<file path="src/lsu_pkg.sv">
package lsu_pkg;

    // ------------------------------------------------------------------------
    // basic widths
    // ------------------------------------------------------------------------

    // byte address
    typedef logic [31:0] addr_t;
    // data word
    typedef logic [31:0] word_t;
    // one strobe bit per byte lane
    typedef logic [3:0]  strb_t;
    // axi transfer size, 0 byte, 1 half, 2 word
    typedef logic [2:0]  size_t;
    // burst length minus one
    typedef logic [7:0]  len_t;
    // access width code from the core, 0 none, 1 byte, 2 half, 3 word
    typedef logic [1:0]  mask_t;

    // ------------------------------------------------------------------------
    // address map
    // ------------------------------------------------------------------------

    localparam addr_t CLINT_BASE = 32'h0200_0000;
    localparam addr_t CLINT_END  = 32'h0200_ffff;
    localparam addr_t SRAM_BASE  = 32'h8000_0000;

    localparam int SRAM_WORDS = 1024;
    localparam int SRAM_IDX_W = $clog2(SRAM_WORDS);

    // word index into the sram array
    typedef logic [SRAM_IDX_W-1:0] sram_idx_t;

    // ------------------------------------------------------------------------
    // bus requests
    // ------------------------------------------------------------------------

    // read address channel
    typedef struct packed {
        addr_t addr;
        size_t size;
        len_t  len;
        logic  burst;   // incrementing when set
    } rd_req_t;

    // write address and data, single beat
    typedef struct packed {
        addr_t addr;
        word_t data;    // already on its byte lanes
        strb_t strb;
        size_t size;
    } wr_req_t;

    // ------------------------------------------------------------------------
    // state machines
    // ------------------------------------------------------------------------

    typedef enum logic [1:0] {
        rd_idle,
        rd_addr,
        rd_data
    } rd_state_t;

    typedef enum logic [1:0] {
        wr_idle,
        wr_send,
        wr_resp
    } wr_state_t;

    typedef enum logic {
        sram_idle,
        sram_burst
    } sram_state_t;

endpackage
</file>
<file path="src/clint.sv">
`timescale 1ns/1ps

module clint (
    input  logic           clock,
    input  logic           reset,
    input  logic           ar_valid,
    input  lsu_pkg::addr_t addr,
    output lsu_pkg::word_t r_data,
    output logic           r_valid
);

    logic [63:0] mtime;

    // ------------------------------------------------------------------------
    // free-running machine timer
    // ------------------------------------------------------------------------

    always_ff @(posedge clock) begin
        if (reset) begin
            mtime <= '0;
        end else begin
            mtime <= mtime + 64'd1;
        end
    end

    // ------------------------------------------------------------------------
    // read port, answers on the next cycle
    // ------------------------------------------------------------------------

    always_ff @(posedge clock) begin
        if (reset) begin
            r_valid <= 1'b0;
        end else begin
            r_valid <= ar_valid;
        end
    end

    // bit 2 picks the high word
    always_ff @(posedge clock) begin
        if (ar_valid)
            r_data <= addr[2] ? mtime[63:32] : mtime[31:0];
    end

endmodule

</file>
<file path="config.mk">
export PLATFORM = sky130hd
export DESIGN_NAME = clint
export DESIGN_NICKNAME = d
export VERILOG_FILES = /design/src/lsu_pkg.sv /design/src/clint.sv
export SDC_FILE = /design/constraint.sdc
export NUM_CORES = 1
export LEC_CHECK = 0
export BUFFER_PORTS_ARGS = -buffer_cell sky130_fd_sc_hd__buf_2
export CORE_ASPECT_RATIO = 2
export CORE_MARGIN = 2
export CORE_UTILIZATION = 60
export CTS_CLUSTER_SIZE = 25
export DETAILED_ROUTE_END_ITERATION = 10
export HOLD_SLACK_MARGIN = 0.05
export PLACE_DENSITY = 0.93
export RECOVER_POWER = 25
export SETUP_SLACK_MARGIN = 0.5
export SLEW_MARGIN = 20
export SYNTH_ARGS = -nofsm -noshare
export SYNTH_HDL_FRONTEND = slang
export SYNTH_SLANG_ARGS = --single-unit
</file>
<file path="constraint.sdc">
create_clock -name clock -period 5.3 [get_ports clock]
set_clock_uncertainty 0.15 [all_clocks]
set_input_delay 1.06 -clock clock [delete_from_list [all_inputs] [get_ports clock]]
set_output_delay 1.06 -clock clock [all_outputs]
set_load 0.01 [all_outputs]
</file>
==> Word-level counts from Yosys, hierarchy flattened <==
Cells that the tools add are included.
{ "word_totals": {"register_bits": 97, "word_cells": 5, "inputBits": 35} }
{ "classes": {"add_sub_neg": 1, "muxes": 1} }
{ "op_table": {"columns": ["op", "count"], "rows": [
  ["64-bit by 1-bit adder with 64-bit output, second input constant", 1],
  ["32-bit two-way mux", 1]
]} }

==> Depth between registers and ports, before layout <==
{ "depth": {"ltp_word": 1, "ltp_mapped": 7} }

==> Least setup slack after synthesis <==
No wires, ideal clock.
{ "synth_timing": {"kind": "input -> register", "from": "in addr[2]", "to": "reg r_data[14], data pin", "n_path_buf": 2, "t_required_ns": 4.890, "setup_slack_ns": 2.892, "cell_stages": 3, "t_arrival_ns": 1.998, "path_cell_list": "clkbuf_1 > buf_1 > mux2_2"} }
{ "synth_via": {"elab_chain_len": 1} }
{ "synth_rtl": {"columns": ["item", "line_no", "source"], "rows": [
  ["start: declaration", "clint.sv:7", "input lsu_pkg::addr_t addr,"],
  ["32-bit two-way mux", "clint.sv:41", "r_data <= addr[2] ? mtime[63:32] : mtime[31:0];"],
  ["end signal: assignment", "clint.sv:41", null],
  ["end: declaration", "clint.sv:8", "output lsu_pkg::word_t r_data,"]
]} }
No other way between the ends.
A chain may end at the register's enable or synchronous reset.

==> Final worst setup path <==
{ "layout_timing": {"from": "in reset", "to": "reg mtime[39]"} }
{ "layout_rtl": {"columns": ["item", "line_no", "source"], "rows": [
  ["start: declaration", "clint.sv:5", "input logic reset,"],
  ["end signal: assignment", "clint.sv:22", "mtime <= mtime + 64'd1;"],
  ["end: declaration", "clint.sv:12", "logic [63:0] mtime;"]
]} }
No word-level cell between the ends.

==> results.ini <==
[outcome]
outcome=finished, violations left
violations=max-capacitance violations, max-slew violations

[clocking]
clk_latency_ns=0.34
htreeDepth=3
cts_resized=0
cts_sinks=97
cts_tree=done
cts_root_buf=clkbuf_16
cts_made_buffers=9
cts_buffer_depth=2
ctsHoldBuffers=0
clk_pin_slew_worst_paths_ns=0.06
post_cts_buffers=0

[synth]
synth-warning-count=0
synth.avg_cell_area_um2=10.5
yosysUniqueCellTypes=35
synth_edf_count=32
synth_top_area_cell=dfxtp_1
syn-num-nets=453
dominantRegCellSynth=dfxtp_1
ys_ff_latch=97
synthCells=417
ys_seq_area_share_pct=51.9
postSynth.asyncResetShare_pct=0
synth_top_area_share_pct=29.9
synth_area_um2=4360
yosys-top-cells-area=dfxtp_1 (30%), edfxtp_1 (22%), mux2_2 (7.8%), xor2_1 (4.6%), nand4_1 (3.7%)

[floorplan]
initial_core_util_pct=60.9
die_h_um=125
pin_count=68
floorplan.rows=44
die_w_um=64.3
dieArea_um2=8000
coreArea_um2=7160

[worst_setup_path]
crit_path_max_fanout=65
worstSetupStartpointType=primary input
max_stage_delay_ns=2.00
critPathBufInv=2
path_class=primary input to flop
cp_slowest_cell=clkbuf_1
crit_chain=buf_2 > clkbuf_1 > o21ba_2
worstPathRequired_ns=5.39
path_delay_family=buffers and inverters
crit_arrival_ns=3.50
cp-end-kind=flop

[cells_and_area]
nNetsFinal=485
fillers=545
drive_above_1_share_pct=19.8
ff_latch_area_um2=2260
n_antenna_cell=0
multi_input_area_um2=2000
syn_to_final_growth_pct=11.8
fin_util_pct=68.1

[global_route]
grt_pass1_vias=3152
antenna_found_initial=0
grt_remaining_overflow=0
grt_start_max_net_pins=66
grt_use_total_pct=23.6
grt_pass1_wl_mm=14.8

[route]
via_count=3278
wl_mm=9.00
wl_per_cell_um=16.5
ant_nets=0
drt_iter0_markers=264
drc_errors=0
drt_first_pass_iters=5
vias_per_cell=6.00

[job]
max_cap_viol_count=2

[sta]
slew_headroom_pct=-89.9
fmax_mhz=294
fin_crit_ns=3.41
min_period_over_period_pct=64.3
tightest_slew_ns=2.85
final-max-slew-violation-count=100
hold_viol_final=0
rsz0062_at_grt=false
setup_viol_count_final=0
setup_tns_ns=0

[hold_path]
hold_path.class=flop to flop

[power]
p_leak_uw=0.00176
p_per_area_nw_per_um2=296
ir_worst_vdd_mv=0.236

[place]
hpwl_mm=5.83
routabilityCongestion=0.853
portBuffers=36

[synth_stat cells (all sizes together) (5+ instances only)]
cell,number
nand3,15
o21ai,24
clkbuf,13
edfxtp,32
xor2,23
nor2,40
nor3,6
or3,23
or4,8
o31ai,5
inv,6
and3,5
nand2,27
a21oi,27
dfxtp,65
mux2,30
and4,8
nand4,30
xnor2,10
[per-layer routing]
metal	GRT usage (%)	share of wire [%]	vias to the layer above
met5	0	0	-
met3	5.06	3.9	17
met2	40.1	53	89
met1	28.9	40	1581
li1	-	-	1591
met4	9.14	2.1	0
[cells by family (layout without fill, tap and decap cells)]
| group | Yosys count | count (layout) | share of synthesized area, % |
|---|---|---|---|
| AOI/OAI and AO/OA | 60 | 60 | 7.52 |
| xor gates and xnor gates | 33 | 33 | 6.63 |
| adders and majority gates | 1 | 1 | 0.287 |
| buffers and inverters | 22 | 59 | 2.10 |
| DFF | 97 | 97 | 51.9 |
| muxes | 30 | 30 | 7.75 |
| and+or+nand+nor | 174 | 174 | 23.8 |
[metrics by stage]
step | hold slack [ns] | total power, uW | instances | cell area [um^2] | setup WS, ns
2_1_floorplan | 0.297 | 822 | 417 | 4360 | 2.89
3_3_place_gp | 0.313 | 840 | 530 | 4590 | 2.10
3_5_place_dp | 0.328 | 840 | 530 | 4590 | 2.01
4_1_cts | 0.343 | 1450 | 546 | 4880 | 1.99
5_1_grt | 0.384 | 1480 | 546 | 4870 | 1.67
6_report | 0.342 | 1440 | 546 | 4870 | 1.89
[state kept, by name (all words and copies together) (netlist names)]
register	flops
r_valid	1
mtime	64
r_data	32
[worst paths after layout]
kind / startpoint / end / slack (ns) / cells past startpoint
setup / recovery: reset / mtime[39]$_SDFF_PP0_ / 1.89 / 3
hold / removal: mtime[0]$_SDFF_PP0_ / mtime[0]$_SDFF_PP0_ / 0.34 / 1
setup reg to reg: mtime[15]$_SDFF_PP0_ / mtime[63]$_SDFF_PP0_ / 1.92 / 5
hold reg to reg: mtime[0]$_SDFF_PP0_ / mtime[0]$_SDFF_PP0_ / 0.34 / 1
[worst reg2reg max path: cells and delay by family, from the launching register on]
family / cells / cell delay (ns)
AND/OR/NAND/NOR: 4 / 2.50
AO/OA/AOI/OAI: 1 / 0.17
flip-flops: 1 / 0.44
[power breakdown]
group          internal [uW]  total [uW]  switching [uW]
logic                   13.6        40.6            27.0
registers                778         783            5.06
clock network            358         617             259
total                   1150        1440             291
[placed cells by master (no fill, tap or decap), types with 2 or more instances in the layout]
cell / count
xor2_1: 23
nand2_1: 27
edfxtp_1: 32
o21ba_2: 2
nand4_1: 26
nor2b_1: 3
dfxtp_1: 65
nor4b_4: 2
and4_1: 8
nand4_2: 2
o21ai_0: 24
xnor2_1: 10
nand4_4: 2
inv_1: 6
o31ai_1: 5
and2_1: 3
mux2_2: 30
nor3_1: 6
or4_1: 8
o21a_1: 2
or3_1: 23
clkbuf_1: 5
clkinv_2: 2
a21oi_1: 27
nand3_1: 14
buf_2: 35
and3_1: 5
nor2_1: 40
clkbuf_16: 10
[final cells by class]
type / instances / area share, %
timing repair buffer: 37 / 3.75
sequential: 97 / 46.4
multi-input combinational: 298 / 41.1
clock buffer: 14 / 5.65
inverter: 6 / 0.462
clock inverter: 2 / 0.205
tap: 92 / 2.36
No activity file was read; power rests on OpenSTA's default activity.
