**src/lsu_pkg.sv**
```systemverilog
package lsu_pkg;

    // ------------------------------------------------------------------------
    // basic widths
    // ------------------------------------------------------------------------

    // byte address
    typedef logic [31:0] addr_t;
    // data word
    typedef logic [31:0] word_t;
    // one strobe bit per byte lane
    typedef logic [3:0]  strb_t;
    // axi transfer size, 0 byte, 1 half, 2 word
    typedef logic [2:0]  size_t;
    // burst length minus one
    typedef logic [7:0]  len_t;
    // access width code from the core, 0 none, 1 byte, 2 half, 3 word
    typedef logic [1:0]  mask_t;

    // ------------------------------------------------------------------------
    // address map
    // ------------------------------------------------------------------------

    localparam addr_t CLINT_BASE = 32'h0200_0000;
    localparam addr_t CLINT_END  = 32'h0200_ffff;
    localparam addr_t SRAM_BASE  = 32'h8000_0000;

    localparam int SRAM_WORDS = 1024;
    localparam int SRAM_IDX_W = $clog2(SRAM_WORDS);

    // word index into the sram array
    typedef logic [SRAM_IDX_W-1:0] sram_idx_t;

    // ------------------------------------------------------------------------
    // bus requests
    // ------------------------------------------------------------------------

    // read address channel
    typedef struct packed {
        addr_t addr;
        size_t size;
        len_t  len;
        logic  burst;   // incrementing when set
    } rd_req_t;

    // write address and data, single beat
    typedef struct packed {
        addr_t addr;
        word_t data;    // already on its byte lanes
        strb_t strb;
        size_t size;
    } wr_req_t;

    // ------------------------------------------------------------------------
    // state machines
    // ------------------------------------------------------------------------

    typedef enum logic [1:0] {
        rd_idle,
        rd_addr,
        rd_data
    } rd_state_t;

    typedef enum logic [1:0] {
        wr_idle,
        wr_send,
        wr_resp
    } wr_state_t;

    typedef enum logic {
        sram_idle,
        sram_burst
    } sram_state_t;

endpackage
```
**src/lsu.sv**
```systemverilog
`timescale 1ns/1ps

module lsu (
    input  logic             clock,
    input  logic             reset,

    // core read request
    input  logic             lsu_rvalid,
    input  lsu_pkg::addr_t   lsu_raddr,
    input  lsu_pkg::len_t    lsu_rlen,
    input  logic             lsu_burst,
    input  logic             lsu_rsign,
    input  lsu_pkg::mask_t   lsu_rmask,
    output lsu_pkg::word_t   lsu_rdata,
    output logic             lsu_rready,

    // core write request
    input  logic             lsu_wvalid,
    input  lsu_pkg::addr_t   lsu_waddr,
    input  lsu_pkg::word_t   lsu_wdata,
    input  lsu_pkg::mask_t   lsu_wmask,
    output logic             lsu_wready,

    // sram read
    output lsu_pkg::rd_req_t ar,
    output logic             ar_valid,
    input  logic             ar_ready,
    input  lsu_pkg::word_t   r_data,
    input  logic             r_valid,

    // sram write
    output lsu_pkg::wr_req_t aw,
    output logic             aw_valid,
    input  logic             aw_ready,
    input  logic             b_valid,

    // timer read
    output logic             ar_valid_clint,
    output lsu_pkg::addr_t   clint_addr,
    input  lsu_pkg::word_t   clint_data,
    input  logic             clint_valid
);

    import lsu_pkg::*;

    // access width code to axi size
    function automatic size_t mask_size(input mask_t mask);
        case (mask)
            2'd2:    return 3'd1;
            2'd3:    return 3'd2;
            default: return 3'd0;
        endcase
    endfunction

    rd_state_t rd_state;
    wr_state_t wr_state;

    logic      is_clint;
    logic      rd_take;
    logic      ar_accept;
    logic      beat;
    logic      rend;
    len_t      rd_len;
    len_t      rd_count;
    word_t     rout;
    word_t     rshift;

    word_t     wshift;
    strb_t     wstrb;

    // ------------------------------------------------------------------------
    // read side
    // ------------------------------------------------------------------------

    // timer window decoded once, everything else goes to sram
    assign is_clint = (lsu_raddr >= CLINT_BASE) && (lsu_raddr <= CLINT_END);

    // the timer answers a single beat only
    assign rd_len    = (lsu_burst && !is_clint) ? lsu_rlen : '0;
    assign rd_take   = lsu_rvalid && (rd_state == rd_idle);
    assign ar_accept = is_clint || ar_ready;
    assign beat      = (rd_state == rd_data) && (is_clint ? clint_valid : r_valid);
    assign rend      = (rd_count == rd_len);

    assign ar_valid       = (rd_state == rd_addr) && !is_clint;
    assign ar_valid_clint = (rd_state == rd_addr) && is_clint;
    assign clint_addr     = lsu_raddr;

    assign ar = '{
        addr:  lsu_raddr,
        size:  mask_size(lsu_rmask),
        len:   rd_len,
        burst: lsu_burst
    };

    always_ff @(posedge clock) begin
        if (reset) begin
            rd_state <= rd_idle;
        end else begin
            case (rd_state)
                rd_idle: begin
                    if (rd_take)
                        rd_state <= rd_addr;
                end
                rd_addr: begin
                    if (ar_accept)
                        rd_state <= rd_data;
                end
                rd_data: begin
                    if (beat && rend)
                        rd_state <= rd_idle;
                end
                default: rd_state <= rd_idle;
            endcase
        end
    end

    // beat counter, wraps to zero on the last beat
    always_ff @(posedge clock) begin
        if (reset) begin
            rd_count <= '0;
        end else if (rd_take) begin
            rd_count <= '0;
        end else if (beat) begin
            rd_count <= rend ? '0 : rd_count + 1'b1;
        end
    end

    // shift the addressed lane down to bit 0
    assign rout   = is_clint ? clint_data : r_data;
    assign rshift = rout >> {lsu_raddr[1:0], 3'b000};

    always_comb begin
        case (lsu_rmask)
            2'd1:    lsu_rdata = {{24{rshift[7] & lsu_rsign}}, rshift[7:0]};
            2'd2:    lsu_rdata = {{16{rshift[15] & lsu_rsign}}, rshift[15:0]};
            2'd3:    lsu_rdata = rshift;
            default: lsu_rdata = '0;
        endcase
    end

    assign lsu_rready = beat;

    // ------------------------------------------------------------------------
    // write side
    // ------------------------------------------------------------------------

    // data moves up onto the lanes picked by the low address bits
    assign wshift = lsu_wdata << {lsu_waddr[1:0], 3'b000};

    always_comb begin
        case (lsu_wmask)
            2'd1:    wstrb = 4'b0001 << lsu_waddr[1:0];
            2'd2:    wstrb = lsu_waddr[1] ? 4'b1100 : 4'b0011;
            2'd3:    wstrb = 4'b1111;
            default: wstrb = 4'b0000;
        endcase
    end

    assign aw = '{
        addr: lsu_waddr,
        data: wshift,
        strb: wstrb,
        size: mask_size(lsu_wmask)
    };

    assign aw_valid   = (wr_state == wr_send);
    assign lsu_wready = (wr_state == wr_resp) && b_valid;

    always_ff @(posedge clock) begin
        if (reset) begin
            wr_state <= wr_idle;
        end else begin
            case (wr_state)
                wr_idle: begin
                    if (lsu_wvalid)
                        wr_state <= wr_send;
                end
                wr_send: begin
                    if (aw_ready)
                        wr_state <= wr_resp;
                end
                wr_resp: begin
                    if (b_valid)
                        wr_state <= wr_idle;
                end
                default: wr_state <= wr_idle;
            endcase
        end
    end

endmodule

```
**config.mk**
```make
export PLATFORM = sky130hd
export DESIGN_NAME = lsu
export DESIGN_NICKNAME = d
export VERILOG_FILES = /design/src/lsu_pkg.sv /design/src/lsu.sv
export SDC_FILE = /design/constraint.sdc
export NUM_CORES = 1
export LEC_CHECK = 0
export ABC_AREA = 1
export BUFFER_PORTS_ARGS = -buffer_cell sky130_fd_sc_hd__buf_2
export CAP_MARGIN = 10
export CORE_AREA = 8 8 137 139
export DETAILED_ROUTE_END_ITERATION = 10
export DIE_AREA = 0 0 145 147
export SLEW_MARGIN = 10
export SYNTH_ARGS = -nofsm -noshare
export SYNTH_HDL_FRONTEND = slang
export SYNTH_SLANG_ARGS = --single-unit
```
**constraint.sdc**
```tcl
create_clock -name clock -period 1.9 [get_ports clock]
set_clock_uncertainty 0.15 [all_clocks]
set_input_delay 0.095 -clock clock [delete_from_list [all_inputs] [get_ports clock]]
set_output_delay 0.095 -clock clock [all_outputs]
set_load 0.05 [all_outputs]
```
# Word level (Yosys, flattened, before mapping)
# Index checks and enable logic that the tools add are counted.
# op_classes
n_addsub,1
magnitude_cmp,2
n_eq_ne,17
n_shift,3
mux,17
bitwise,2
n_reduce_logical,15
# ops
op,count
one-hot mux 32 bit (3 select lines),1
">= comparator 32 x 26 -> 1 bit, second input constant",1
"<= comparator 32 x 26 -> 1 bit, second input constant",1
two-way mux 32 bit,1
<< shifter 32 x 5 -> 32 bit,1
>> shifter 32 x 5 -> 32 bit,1
two-way mux 8 bit,2
"== test 2 bit, second input constant",6
two-way mux 2 bit,6
one-hot mux 2 bit (3 select lines),2
one-hot mux 4 bit (3 select lines),1
"adder 8 x 1 -> 8 bit, second input constant",1
"== test 2 x 1 -> 1 bit, second input constant",4
== test 8 bit,1
logical AND 1 bit,8
"inequality test 2 bit, second input constant",4
one-hot mux 2 bit (2 select lines),2
AND reduction 3 bit,2
logical NOT 2 bit,2
two-way mux 4 bit,1
"inequality test 2 x 1 -> 1 bit, second input constant",2
"<< shifter 1 x 2 -> 4 bit, first input constant",1
bitwise AND 1 bit,2
OR reduction 2 bit,1
3 further kinds,3
# word_totals
reg_bits,12
inputBits,183
out_inout_bits,184

# Logic depth before layout (Yosys ltp)
# Gate-level depths: netlist of the first run.
# logic_depth
depth_word,9
depth_mapped,15
depth_no_buf,15

# Worst setup path before layout of the first run
# No wires, ideal clock.
# synth_path
path_type,input -> output
from,input lsu_raddr[20]
to,output lsu_rdata[4]
arrival_time_ps,2252
t_required_ps,1655
setup_slack_ps,-597
path_stages,11
cell_sequence,nor2_1 nand2_1 nor2_2 nand2_2 buf_2 buf_2 nand2_1 o21ai_0 nor2_1 nor3_1 a211oi_1
# synth_between
elab_chain_len,5
word_cells_on_any_way,6
cone_classes,order compare: 2; shift: 1; mux: 2; reduce/logical: 1
# synth_lines
item,line,text
from (decl),lsu.sv:9,"input lsu_pkg::addr_t lsu_raddr,"
>= comparator 32 x 26 -> 1 bit / <= comparator 32 x 26 -> 1 bit (equally long branches),lsu.sv:76,assign is_clint = (lsu_raddr >= CLINT_BASE) && (lsu_raddr <= CLINT_END);
logical AND 1 bit *,lsu.sv:76,
two-way mux 32 bit *,lsu.sv:130,assign rout = is_clint ? clint_data : r_data;
>> shifter 32 x 5 -> 32 bit *,lsu.sv:131,"assign rshift = rout >> {lsu_raddr[1:0], 3'b000};"
one-hot mux 32 bit (3 select lines) *,lsu.sv:134,case (lsu_rmask)
to (decl),lsu.sv:14,"output lsu_pkg::word_t lsu_rdata,"
# Every way passes the cells marked *; elsewhere a longest branch is shown, timed or not.

# Worst setup path in the final report of the first run
# layout_path
from,input lsu_raddr[20]
to,output lsu_rdata[23]
# layout_between
elab_chain_len,6
word_cells_on_any_way,8
cone_classes,order compare: 2; shift: 1; mux: 2; bitwise: 2; reduce/logical: 1
# layout_lines
item,line
>= comparator 32 x 26 -> 1 bit / <= comparator 32 x 26 -> 1 bit (equally long branches),lsu.sv:76
logical AND 1 bit *,lsu.sv:76
two-way mux 32 bit *,lsu.sv:130
>> shifter 32 x 5 -> 32 bit *,lsu.sv:131
"bitwise AND 1 bit, on equally long branches","lsu.sv:136, lsu.sv:135"
one-hot mux 32 bit (3 select lines) *,lsu.sv:134
# Marks and branches as above.

==> results of run 1 <==
registers in the layout, indices dropped and copies added, names as in the netlist:
name / cells
rd_count: 8
rd_state: 2
wr_state: 2
worst max-delay path: cells and delay by family:
family | cells | cell delay (ns)
compound gates | 3 | 0.36
buf+inv | 5 | 0.68
simple gates | 6 | 0.68
what timing repair did:
| action | 4_1_cts | 5_1_grt |
|---|---|---|
| hold endpoints to repair | 4 | 0 |
| setup buffers | 23 | 14 |
| hold buffers | 4 | 0 |
| resized for setup | 165 | 80 |
| pin swaps | 38 | 42 |
| endpoints found under the setup margin | 32 | 45 |
| cloned | 5 | 0 |
per-stage QoR:
| stage | util, % | power (mW) | setup TNS, ns |
|---|---|---|---|
| 2_1_floorplan | - | 1.704 | -1.435 |
| 3_3_place_gp | 30.79 | 1.974 | -7.583 |
| 3_5_place_dp | 30.79 | 1.976 | -8.171 |
| 4_1_cts | 36.50 | 2.533 | -2.339 |
| 5_1_grt | 38.43 | 2.704 | -6.448 |
| 6_report | 38.44 | 2.584 | -3.319 |
kinds of logic (layout without fill, tap and decap cells):
kind of cell    count (synthesis)  after routing  share of synthesized area [%]
compound gates                117            117                          22.10
xor+xnor                        6              6                          1.488
fa+ha+maj                       1              1                         0.3542
buf+inv                       198            439                          32.77
flops                          12             12                          6.801
mux                             3              3                         0.8502
other cells                     1              5                         0.1062
simple gates                  282            283                          35.53
path summary, 6_finish.rpt:
kind	from	to	slack, ns	cells past startpoint
worst min-delay path	ar_ready	rd_state[0]	0.006	4
worst max-delay path	lsu_raddr[20]	lsu_rdata[23]	-0.17	14
worst min register to register	rd_state[1]	rd_state[0]	0.37	3
worst max register to register	rd_state[1]	rd_count[5]	0.15	9
power groups by stage:
stage | combinational, mW | sequential (mW) | clock, mW
2_1_floorplan | 1.44 | 0.268 | 0
3_3_place_gp | 1.70 | 0.269 | 0
3_5_place_dp | 1.71 | 0.270 | 0
4_1_cts | 1.89 | 0.265 | 0.382
5_1_grt | 2.05 | 0.266 | 0.392
6_report | 1.94 | 0.265 | 0.377
synth_stat cells (4+ instances only):
cell type and number:
nand3_1 41, xor2_1 5, o221ai_1 16, inv_1 67, nand2_2 6, nand3_2 4
clkbuf_1 17, o211ai_1 6, buf_4 99, nand4_1 6, a21oi_1 18, dfxtp_1 12
o21ai_0 49, or2_0 5, buf_2 4, o21ai_1 6, nor2_1 99, o211ai_2 13
buf_6 5, nand2_1 107
routing by layer:
layer  share of wire, %  up-vias  wire (um)  track usage [%]
met4                3.4       12        643            5.366
met1                 39     2198       7354            18.50
met2                 49      180       9180            28.67
met3                7.4       62       1379            4.799
li1                   -     2420          -                -
met5               0.42        -         79                0
area by class of cell:
type,instances,area [um^2]
sequential,12,240.2
multi-input combinational,412,2756
clock buffer,3,75.07
tap,225,281.5
timing repair buffer,366,2808
fill,1783,10310
antenna,3,7.507
inverter,70,272.8
==> out/results.tsv, run 1 <==
stage	metric	value	unit
run_status	status	finished, violations left	
run_status	failing checks	negative setup slack	
worst_setup_path	CP max stage delay	0.19	ns
floorplan	Initial Utilization	21.08	%
sta	period utilization	109.1	%
layout	share of cells above drive strength 1	57.13	%
layout	fin cells	1091	
floorplan	Core ar.	16760	um^2
cts	CTS tree	yes	
routing	iteration-0 DRC count of the detailed router	131	
sta	max-slew violations	0	
sta	Fmax	0.4826	GHz
synth	Synth Warn #	0	
worst_setup_path	Critical Path Source Type	input port	
grt	vias in the first global route	4871	
layout	commonest non-fill, non-tap cells in the layout	buf_2, nand2_1, buf_4, inv_1, nor2_1	
worst_setup_path	CP arrival	1.83	ns
grt	GRT Util Overall	16.30	%
place	IO Port Bufs	262	
floorplan	I/O pin count	367	
sta	unrepaired setup endpoints after global routing	yes	
cts	Clock Latency Late Sink	0.24	ns
synth	post-synthesis sequential area ratio	6.801	%
grt	antenna violations before repair	8	
layout	area grow syn2layout	82.36	%
synth	post-synthesis instance area	3532	um^2
synth	commonest register cell after synthesis	dfxtp_1	
run	max cap viols	0	
grt	GRT Residual Overflow	0	
routing	TritonRoute pass-1 iters	5	
place	Final HPWL DP	14810	um
synth	leading area contributor after synthesis	buf_4	
power_and_ir_drop	Sw Share	52.40	%
synth	Synth Area per Inst	5.697	um^2
synth	cells after synthesis	620	
sta	Final Setup Violations	28	
worst_setup_path	WS Path Type	input port to primary output	
cts	H-tree Lvls	1	
power_and_ir_drop	Seq pwr share	10.3	%
floorplan	Die Y	147	um
cts	clk buf depth	2	
synth	share of the synthesized area in the top cell type	21.04	%
place	dpl cells	1046	
power_and_ir_drop	power density over cell area	401.2	nW/um^2
power_and_ir_drop	VDD IR-drop max	0.5029	mV
sta	post-layout minimum cycle time	2.072	ns
sta	fin worst setup slack	-0.1723	ns
worst_setup_path	Critical-path top delay cell	o21ai_4	
layout	final instance area	6441	um^2
floorplan	die area	21320	um^2
synth	EDFF count, synth	0	
place	DP Worst Slack	-0.3558	ns
worst_setup_path	maximum fanout along the worst path	7	
grt	largest net degree at the start of global routing	30	
routing	via count	4872	
routing	drt wl/cell	17.08	um
synth	Seq cells post-synth	12	
layout	nets	1049	
sta	Final Hold Viols	0	
min_path	Hold WC Path Type	input port to flop	
routing	Vias/cell	4.466	
power_and_ir_drop	clock power share	14.6	%
power_and_ir_drop	Pleak	3.302	nW
cts	clk root buf	clkbuf_16	
grt	first-pass GRT wire length	27840	um
synth	top cells by area, synth	buf_4, nand2_1, nor2_1	
worst_setup_path	CP endpoint kind	primary output	
routing	final WL	18640	um
power_and_ir_drop	cell-internal power	1.230	mW
power_and_ir_drop	switching power total	1.354	mW
synth	post-synth cell types	41	
power_and_ir_drop	combinational power share	75.2	%
cts	clock sink count	12	
synth	Async SR Flop Fraction	0	%
place	RePlAce Congestion	0.8990	
routing	Post-DRT Antenna Nets	0	
floorplan	num rows	48	
worst_setup_path	critical path, cell by cell	buf_6 > buf_6 > nor2_1 > nand2_1 > nor2_4 > nand2_4 > o21ai_4 > o21ai_2 > nand2_2 > nand3_4 > buf_12 > buf_4 > o211ai_4 > buf_12	
layout	commonest non-fill, non-tap cell in the layout	buf_2	
place	Area after DPL	5160	um^2
worst_setup_path	Critical Path RT	1.65	ns
routing	DRC	0	
cts	clk slew on worst S/H paths	0.04	ns
cts	TritonCTS Buffers	3	
sta	Hold WS	0.006276	ns
floorplan	Die X	145	um
No activity file was read; power rests on OpenSTA's default activity.
==> inputs of run 2 (changes only) <==
ABC_AREA = unset   (was 1)
CORE_AREA = 8 8 135 137   (was 8 8 137 139)
DIE_AREA = 0 0 143 145   (was 0 0 145 147)
==> run 2 against run 1 <==
Against the previous run: the flow still finishes with violations (negative setup slack); clock power up 15%; clock-buffer cell count up 1; power down 7.4%; non-clock buffer count down 22; die area down 2.7%; largest cell class is now multi-input combinational cells; fmax down 15%; routed wire length down 17%.
==> out/results.tsv, run 2 <==
stage	metric	value	unit	change
run	max cap viols	0		unchanged
layout	Biggest register	rd_count		unchanged
power_and_ir_drop	VDD IR-drop max	0.1978	mV	was 0.5029 mV
worst_setup_path	CP Launch Point	lsu_raddr[23]		was lsu_raddr[20]
cts	H-tree Lvls	1		unchanged
worst_setup_path	Critical-path top delay cell	a2111o_1		was o21ai_4
sta	post-layout minimum cycle time	2.436	ns	was 2.072 ns
grt	first-pass GRT wire length	22430	um	was 27840 um
routing	iteration-0 DRC count of the detailed router	183		was 131
routing	final WL	15450	um	was 18640 um
layout	Largest regs	rd_count x8, rd_state x2, wr_state x2		unchanged
sta	Hold WS	0.002794	ns	was 0.006276 ns
synth	Synth Area per Inst	7.298	um^2	was 5.697 um^2
grt	GRT Util Overall	13.36	%	was 16.30%
synth	post-synthesis mux area share	20.44	%	was 0.8502%
synth	top post-synthesis cells by count	buf_4, mux2i_1, nand2_1, o21ai_0, nor2_1		was nand2_1, buf_4, nor2_1, inv_1, o21ai_0
synth	largest family of logic cells by synthesized area	buffers and inverters		was simple AND/OR/NAND/NOR gates
synth	post-synth cell types	49		was 41
layout	final instance area	5628	um^2	was 6441 um^2
routing	Vias/cell	4.431		was 4.466
layout	commonest non-fill, non-tap cell in the layout	buf_2		unchanged
cts	TritonCTS Buffers	3		unchanged
power_and_ir_drop	combinational power share	70.9	%	was 75.2%
routing	via count	3935		was 4872
worst_setup_path	maximum fanout along the worst path	5		was 7
worst_setup_path	Critical R2R Launch	rd_count[4]		was rd_state[1]
cts	Clock Latency Late Sink	0.24	ns	about the same
synth	Seq cells post-synth	12		unchanged
power_and_ir_drop	Sw Share	51.34	%	was 52.40%
min_path	worst hold start	lsu_wvalid		was ar_ready
sta	Final Setup Violations	40		was 28
grt	vias in the first global route	4082		was 4871
synth	Synth Warn #	0		unchanged
synth	commonest register cell after synthesis	dfxtp_1		unchanged
min_path	Hold WC Path Type	input port to flop		unchanged
layout	fin cells	888		was 1091
floorplan	Die X	143	um	was 145 um
synth	xor/xnor cell area share of the yosys netlist	3.801	%	was 1.488%
synth	adder-cell share of the synthesized area	0.3879	%	was 0.3542%
synth	EDFF count, synth	0		unchanged
sta	setup TNS	-14.01	ns	was -3.319 ns
place	Final HPWL DP	12790	um	was 14810 um
cts	clk buf depth	2		unchanged
routing	Post-DRT Antenna Nets	0		unchanged
layout	nets	850		was 1049
worst_setup_path	Critical Path Source Type	input port		unchanged
floorplan	num rows	47		was 48
sta	Worst-Margin Slew	0.6247	ns	
power_and_ir_drop	cell-internal power	1.164	mW	was 1.230 mW
floorplan	Die Y	145	um	was 147 um
layout	area grow syn2layout	74.48	%	was 82.36%
sta	Fmax	0.4105	GHz	was 0.4826 GHz
worst_setup_path	CP max stage delay	0.40	ns	was 0.19 ns
sta	Worst slew margin	58.27	%	
synth	most frequent cell after synthesis	buf_4		was nand2_1
grt	GRT Residual Overflow	0		unchanged
routing	TritonRoute pass-1 iters	4		was 5
power_and_ir_drop	power density over cell area	425.1	nW/um^2	was 401.2 nW/um^2
sta	fin worst setup slack	-0.5361	ns	was -0.1723 ns
routing	drt wl/cell	17.40	um	was 17.08 um
grt	antenna violations before repair	3		was 8
sta	max-slew violations	0		unchanged
sta	Final Hold Viols	0		unchanged
worst_setup_path	WP buf/inv	4		was 5
cts	clock sink count	12		unchanged
synth	Async SR Flop Fraction	0	%	unchanged
power_and_ir_drop	switching power total	1.228	mW	was 1.354 mW
floorplan	die area	20740	um^2	was 21320 um^2
cts	clk root buf	clkbuf_16		unchanged
grt	largest net degree at the start of global routing	28		was 30
synth	leading area contributor after synthesis	buf_4		unchanged
power_and_ir_drop	Pleak	2.695	nW	was 3.302 nW
layout	multi-input logic area	2631	um^2	was 2756 um^2
synth	Compound-Gate Fraction of Synth Area	16.52	%	was 22.10%
worst_setup_path	CP endpoint kind	primary output		unchanged
cts	clk slew on worst S/H paths	0.04	ns	about the same
worst_setup_path	critical path, cell by cell	buf_6 > nor4_4 > and4_4 > mux2_4 > a2111o_1 > a21boi_4 > buf_12 > buf_12 > nand2_4 > buf_8		was buf_6 > buf_6 > nor2_1 > nand2_1 > nor2_4 > nand2_4 > o21ai_4 > o21ai_2 > nand2_2 > nand3_4 > buf_12 > buf_4 > o211ai_4 > buf_12
layout	Register Area	244.0	um^2	was 240.2 um^2
worst_setup_path	CP top delay family	simple AND/OR/NAND/NOR gates		was buffers and inverters
layout	Layout fillers	1646		was 1783
worst_setup_path	WS Path Type	input port to primary output		unchanged
synth	share of the synthesized area in the top cell type	23.04	%	was 21.04%
layout	max FFs per register	8		unchanged
power_and_ir_drop	Seq pwr share	11.0	%	was 10.3%
routing	DRC	0		unchanged
layout	share of cells above drive strength 1	66.77	%	was 57.13%
layout	final core occ	34.80	%	was 38.44%
floorplan	Initial Utilization	19.95	%	was 21.08%
sta	unrepaired setup endpoints after global routing	yes		unchanged
cts	CTS tree	yes		unchanged
worst_setup_path	Critical Path RT	1.65	ns	about the same
synth	Post-Synth Simple-Gate Area	23.86	%	was 35.53%
worst_setup_path	most frequent CP cell	buf_12		
worst_setup_path	CP arrival	2.19	ns	was 1.83 ns
power_and_ir_drop	clock power share	18.1	%	was 14.6%
run_status	failing checks	negative setup slack		unchanged
layout	commonest non-fill, non-tap cells in the layout	buf_2, buf_4, nand2_1, mux2i_1, buf_6		was buf_2, nand2_1, buf_4, inv_1, nor2_1
floorplan	Core ar.	16170	um^2	was 16760 um^2
synth	post-synthesis instance area	3226	um^2	was 3532 um^2
place	dpl cells	865		was 1046
synth	top cells by area, synth	buf_4, mux2i_1, dfxtp_1		was buf_4, nand2_1, nor2_1
run_status	status	finished, violations left		unchanged
place	IO Port Bufs	262		unchanged
synth	post-synthesis sequential area ratio	7.448	%	was 6.801%
place	Area after DPL	4775	um^2	was 5160 um^2
synth	cells after synthesis	442		was 620
sta	period utilization	128.2	%	was 109.1%
place	RePlAce Congestion	0.8883		was 0.8990
floorplan	I/O pin count	367		unchanged
run 2: changes by cell type after synthesis, sizes merged, moves of 8 or more:
cell    delta
a21oi      -9
nand2     -57
mux2       +8
o21ai     -31
mux2i     +49
nor2b     +16
nand3     -44
a211oi    +11
o221ai    -16
nor2      -84
and2      +10
inv       -66
run 2: power by group through the flow:
stage / logic [mW] / registers, mW / clock network, mW
after global placement: 1.53 / 0.270 / 0
final: 1.70 / 0.264 / 0.432
after floorplan: 1.41 / 0.268 / 0
after CTS: 1.65 / 0.265 / 0.444
after global routing: 1.78 / 0.265 / 0.452
after detailed placement: 1.53 / 0.270 / 0
run 2: timing repair:
item	4_1_cts	5_1_grt
endpoints found under the hold margin	4	0
buffers inserted	9	7
hold buffers	2	0
cloned	1	2
resized for setup	94	54
pin swaps	5	9
setup endpoints to repair	37	48
run 2: tightest hold or removal path: cells and delay by family:
family / cells / cell delay, ns
buf+inv: 1 / 0.08
simple gates: 1 / 0.11
mux: 1 / 0.05
run 2: per-stage QoR:
step           setup slack, ns  power, mW
2_1_floorplan          -0.4365      1.681
3_3_place_gp           -0.7847      1.797
3_5_place_dp           -0.8410      1.802
4_1_cts                -0.4861      2.355
5_1_grt                -0.5837      2.492
6_report               -0.5361      2.392
run 2: metal layers:
metal / up-vias / track usage [%] / wire length, um
li1: 1911 / - / -
met1: 1790 / 14.73 / 5917
met2: 192 / 23.39 / 7707
met3: 42 / 4.003 / 1352
met4: 0 / 5.051 / 473
met5: - / 0 / 0
run 2: layout make-up:
type,count,area share [%]
diodes,3,0.1334
clock buffers,4,1.578
multi-input cells,302,46.75
repair buffers,344,42.11
flip-flops and latches,12,4.335
inverters,3,0.2001
well taps,220,4.891
run 2: cell families after synthesis:
family / after synthesis
buffers and inverters: 129
and+or+nand+nor: 146
DFF: 12
xor gates and xnor gates: 14
muxes: 62
other: 1
AOI/OAI and AO/OA: 77
adders and majority gates: 1
run 2: path summary, 6_finish.rpt:
path                         to  slack, ns  depth (start not counted)
setup / recovery  lsu_rdata[20]      -0.54                         10
hold / removal      wr_state[0]      0.003                          3
setup reg to reg    rd_count[6]      -0.03                          7
hold reg to reg     wr_state[0]       0.33                          1
==> inputs of run 3 (changes only) <==
RECOVER_POWER = 100   (was unset)
==> run 3 against run 2 <==
Against the previous run: the run still ends with negative setup slack left; fmax grew 0.16%; worst setup slack improved by 0.0039 ns; critical path depth did not move; critical endpoint unchanged; power down 0.62%; die area stayed put; via count is 0.18% lower; clock power is essentially flat.
==> out/results.tsv, run 3 (synthesized netlist as in run 2, its figures left out) <==
stage	metric	value	unit	change
floorplan	num rows	47		unchanged
layout	Register Area	244.0	um^2	unchanged
sta	setup TNS	-14.07	ns	was -14.01 ns
layout	fin cells	888		unchanged
place	IO Port Bufs	262		unchanged
worst_setup_path	Critical Path RT	1.65	ns	about the same
routing	iteration-0 DRC count of the detailed router	169		was 183
routing	TritonRoute pass-1 iters	4		unchanged
layout	share of cells above drive strength 1	59.70	%	was 66.77%
routing	Vias/cell	4.423		was 4.431
min_path	Worst Hold End	wr_state[0]		unchanged
min_path	Hold Path Depth	3		unchanged
run	max cap viols	0		unchanged
worst_setup_path	FF-to-FF End	rd_count[6]		unchanged
layout	commonest non-fill, non-tap cell in the layout	buf_2		unchanged
run_status	status	finished, violations left		unchanged
sta	post-layout minimum cycle time	2.432	ns	was 2.436 ns
power_and_ir_drop	total chip power	2.378	mW	was 2.392 mW
layout	Layout fillers	1666		was 1646
layout	max FFs per register	8		unchanged
routing	Post-DRT Antenna Nets	0		unchanged
layout	Largest regs	rd_count x8, rd_state x2, wr_state x2		unchanged
routing	final WL	15430	um	was 15450 um
sta	Final Setup Violations	42		was 40
worst_setup_path	cells on worst reg2reg path	7		unchanged
place	Final HPWL DP	12790	um	unchanged
min_path	Hold WC Path Type	input port to flop		unchanged
routing	DRC	0		unchanged
floorplan	Die X	143	um	unchanged
cts	CTS tree	yes		unchanged
cts	Clock Latency Late Sink	0.24	ns	about the same
cts	clk buf depth	2		unchanged
sta	Fmax	0.4112	GHz	was 0.4105 GHz
layout	multi-input logic area	2631	um^2	unchanged
power_and_ir_drop	VDD IR-drop max	0.1978	mV	about the same
cts	H-tree Lvls	1		unchanged
routing	via count	3928		was 3935
grt	antenna violations before repair	3		unchanged
floorplan	Die Y	145	um	unchanged
grt	GRT Util Overall	13.36	%	unchanged
floorplan	I/O pin count	367		unchanged
sta	period utilization	128.0	%	was 128.2%
place	dpl cells	865		unchanged
sta	Hold WS	0.001439	ns	was 0.002794 ns
layout	nets	850		unchanged
cts	TritonCTS Buffers	3		unchanged
sta	max-slew violations	0		unchanged
grt	first-pass GRT wire length	22430	um	unchanged
worst_setup_path	CP arrival	2.19	ns	about the same
worst_setup_path	CP endpoint kind	primary output		unchanged
sta	Final Hold Viols	0		unchanged
worst_setup_path	Critical Path Source Type	input port		unchanged
sta	Worst slew margin	46.75	%	was 58.27%
cts	clk root buf	clkbuf_16		unchanged
power_and_ir_drop	Pleak	2.557	nW	was 2.695 nW
layout	Biggest register	rd_count		unchanged
worst_setup_path	maximum fanout along the worst path	5		unchanged
run_status	failing checks	negative setup slack		unchanged
floorplan	Core ar.	16170	um^2	unchanged
power_and_ir_drop	power density over cell area	427.1	nW/um^2	was 425.1 nW/um^2
cts	clock sink count	12		unchanged
grt	GRT Residual Overflow	0		unchanged
cts	clk slew on worst S/H paths	0.04	ns	about the same
grt	largest net degree at the start of global routing	28		unchanged
layout	area grow syn2layout	72.58	%	was 74.48%
worst_setup_path	worst reg2reg setup slack	-0.03	ns	about the same
routing	drt wl/cell	17.37	um	was 17.40 um
worst_setup_path	Critical R2R Launch	rd_count[4]		unchanged
floorplan	Initial Utilization	19.95	%	unchanged
place	RePlAce Congestion	0.8883		unchanged
worst_setup_path	WS Path Type	input port to primary output		unchanged
sta	unrepaired setup endpoints after global routing	yes		unchanged
sta	fin worst setup slack	-0.5322	ns	was -0.5361 ns
floorplan	die area	20740	um^2	unchanged
min_path	worst hold start	lsu_wvalid		unchanged
layout	commonest non-fill, non-tap cells in the layout	buf_2, buf_4, nand2_1, clkbuf_1, mux2i_1		was buf_2, buf_4, nand2_1, mux2i_1, buf_6
grt	vias in the first global route	4082		unchanged
sta	Worst-Margin Slew	0.7987	ns	was 0.6247 ns
layout	final core occ	34.42	%	was 34.80%
==> run 3: cell types whose count changed in the layout (fill, tap and decap cells not counted), sizes merged <==
cell	previous run	this run
clkbuf	7	60
buf	339	286
==> run 3: through the flow <==
stage                     setup WS (ns)  area, um^2
after global routing            -0.5837        5567
final                           -0.5322        5567
after floorplan                 -0.4365        3542
after CTS                       -0.4861        5315
after detailed placement        -0.8410        4775
after global placement          -0.7847        4775
==> run 3: cell type report <==
type | count | area share [%]
Multi-Input combinational cell | 302 | 47.27
Timing Repair Buffer | 344 | 41.47
Tap cell | 220 | 4.945
Sequential cell | 12 | 4.383
Clock buffer | 4 | 1.596
Inverter | 3 | 0.2023
Antenna cell | 3 | 0.1349
==> run 3: power by group <==
part	switching (mW)	internal [mW]
clock network	0.114	0.318
registers	0.00658	0.257
logic	1.11	0.573
==> run 3: worst max-delay path, cell delays in order <==
cell	delay, ns
buf_6	0.10
nor4_4	0.30
and4_4	0.30
mux2_4	0.31
a2111o_1	0.39
a21boi_4	0.19
buf_12	0.17
buf_12	0.12
nand2_4	0.05
buf_8	0.14
==> run 3: how the worst max path moves through the flow <==
stage | start | to | slack (ns) | cells past startpoint
floorplan | lsu_raddr[30] | lsu_rdata[29] | -0.44 | 9
global placement | lsu_raddr[28] | lsu_rdata[23] | -0.78 | 8
detailed placement | lsu_raddr[28] | lsu_rdata[23] | -0.84 | 8
CTS | lsu_raddr[24] | lsu_rdata[20] | -0.49 | 10
global route | lsu_raddr[27] | lsu_rdata[22] | -0.58 | 10
finish | lsu_raddr[23] | lsu_rdata[20] | -0.53 | 10
==> run 3: timing repair <==
action                                 4_1_cts  5_1_grt
pin swaps                                    5        9
hold buffers                                 2        0
gates resized for setup                     94       54
buffers inserted                             9        7
gates cloned                                 1        2
setup endpoints to repair                   37       48
endpoints found under the hold margin        4        0
==> run 3: routing by layer <==
layer / global-route usage (%) / share of wire (%) / vias to the layer above
met5: 0 / 0 / -
met4: 5.051 / 2.9 / 0
met3: 4.003 / 9.0 / 40
met2: 23.39 / 50 / 194
met1: 14.73 / 38 / 1784
li1: - / - / 1910
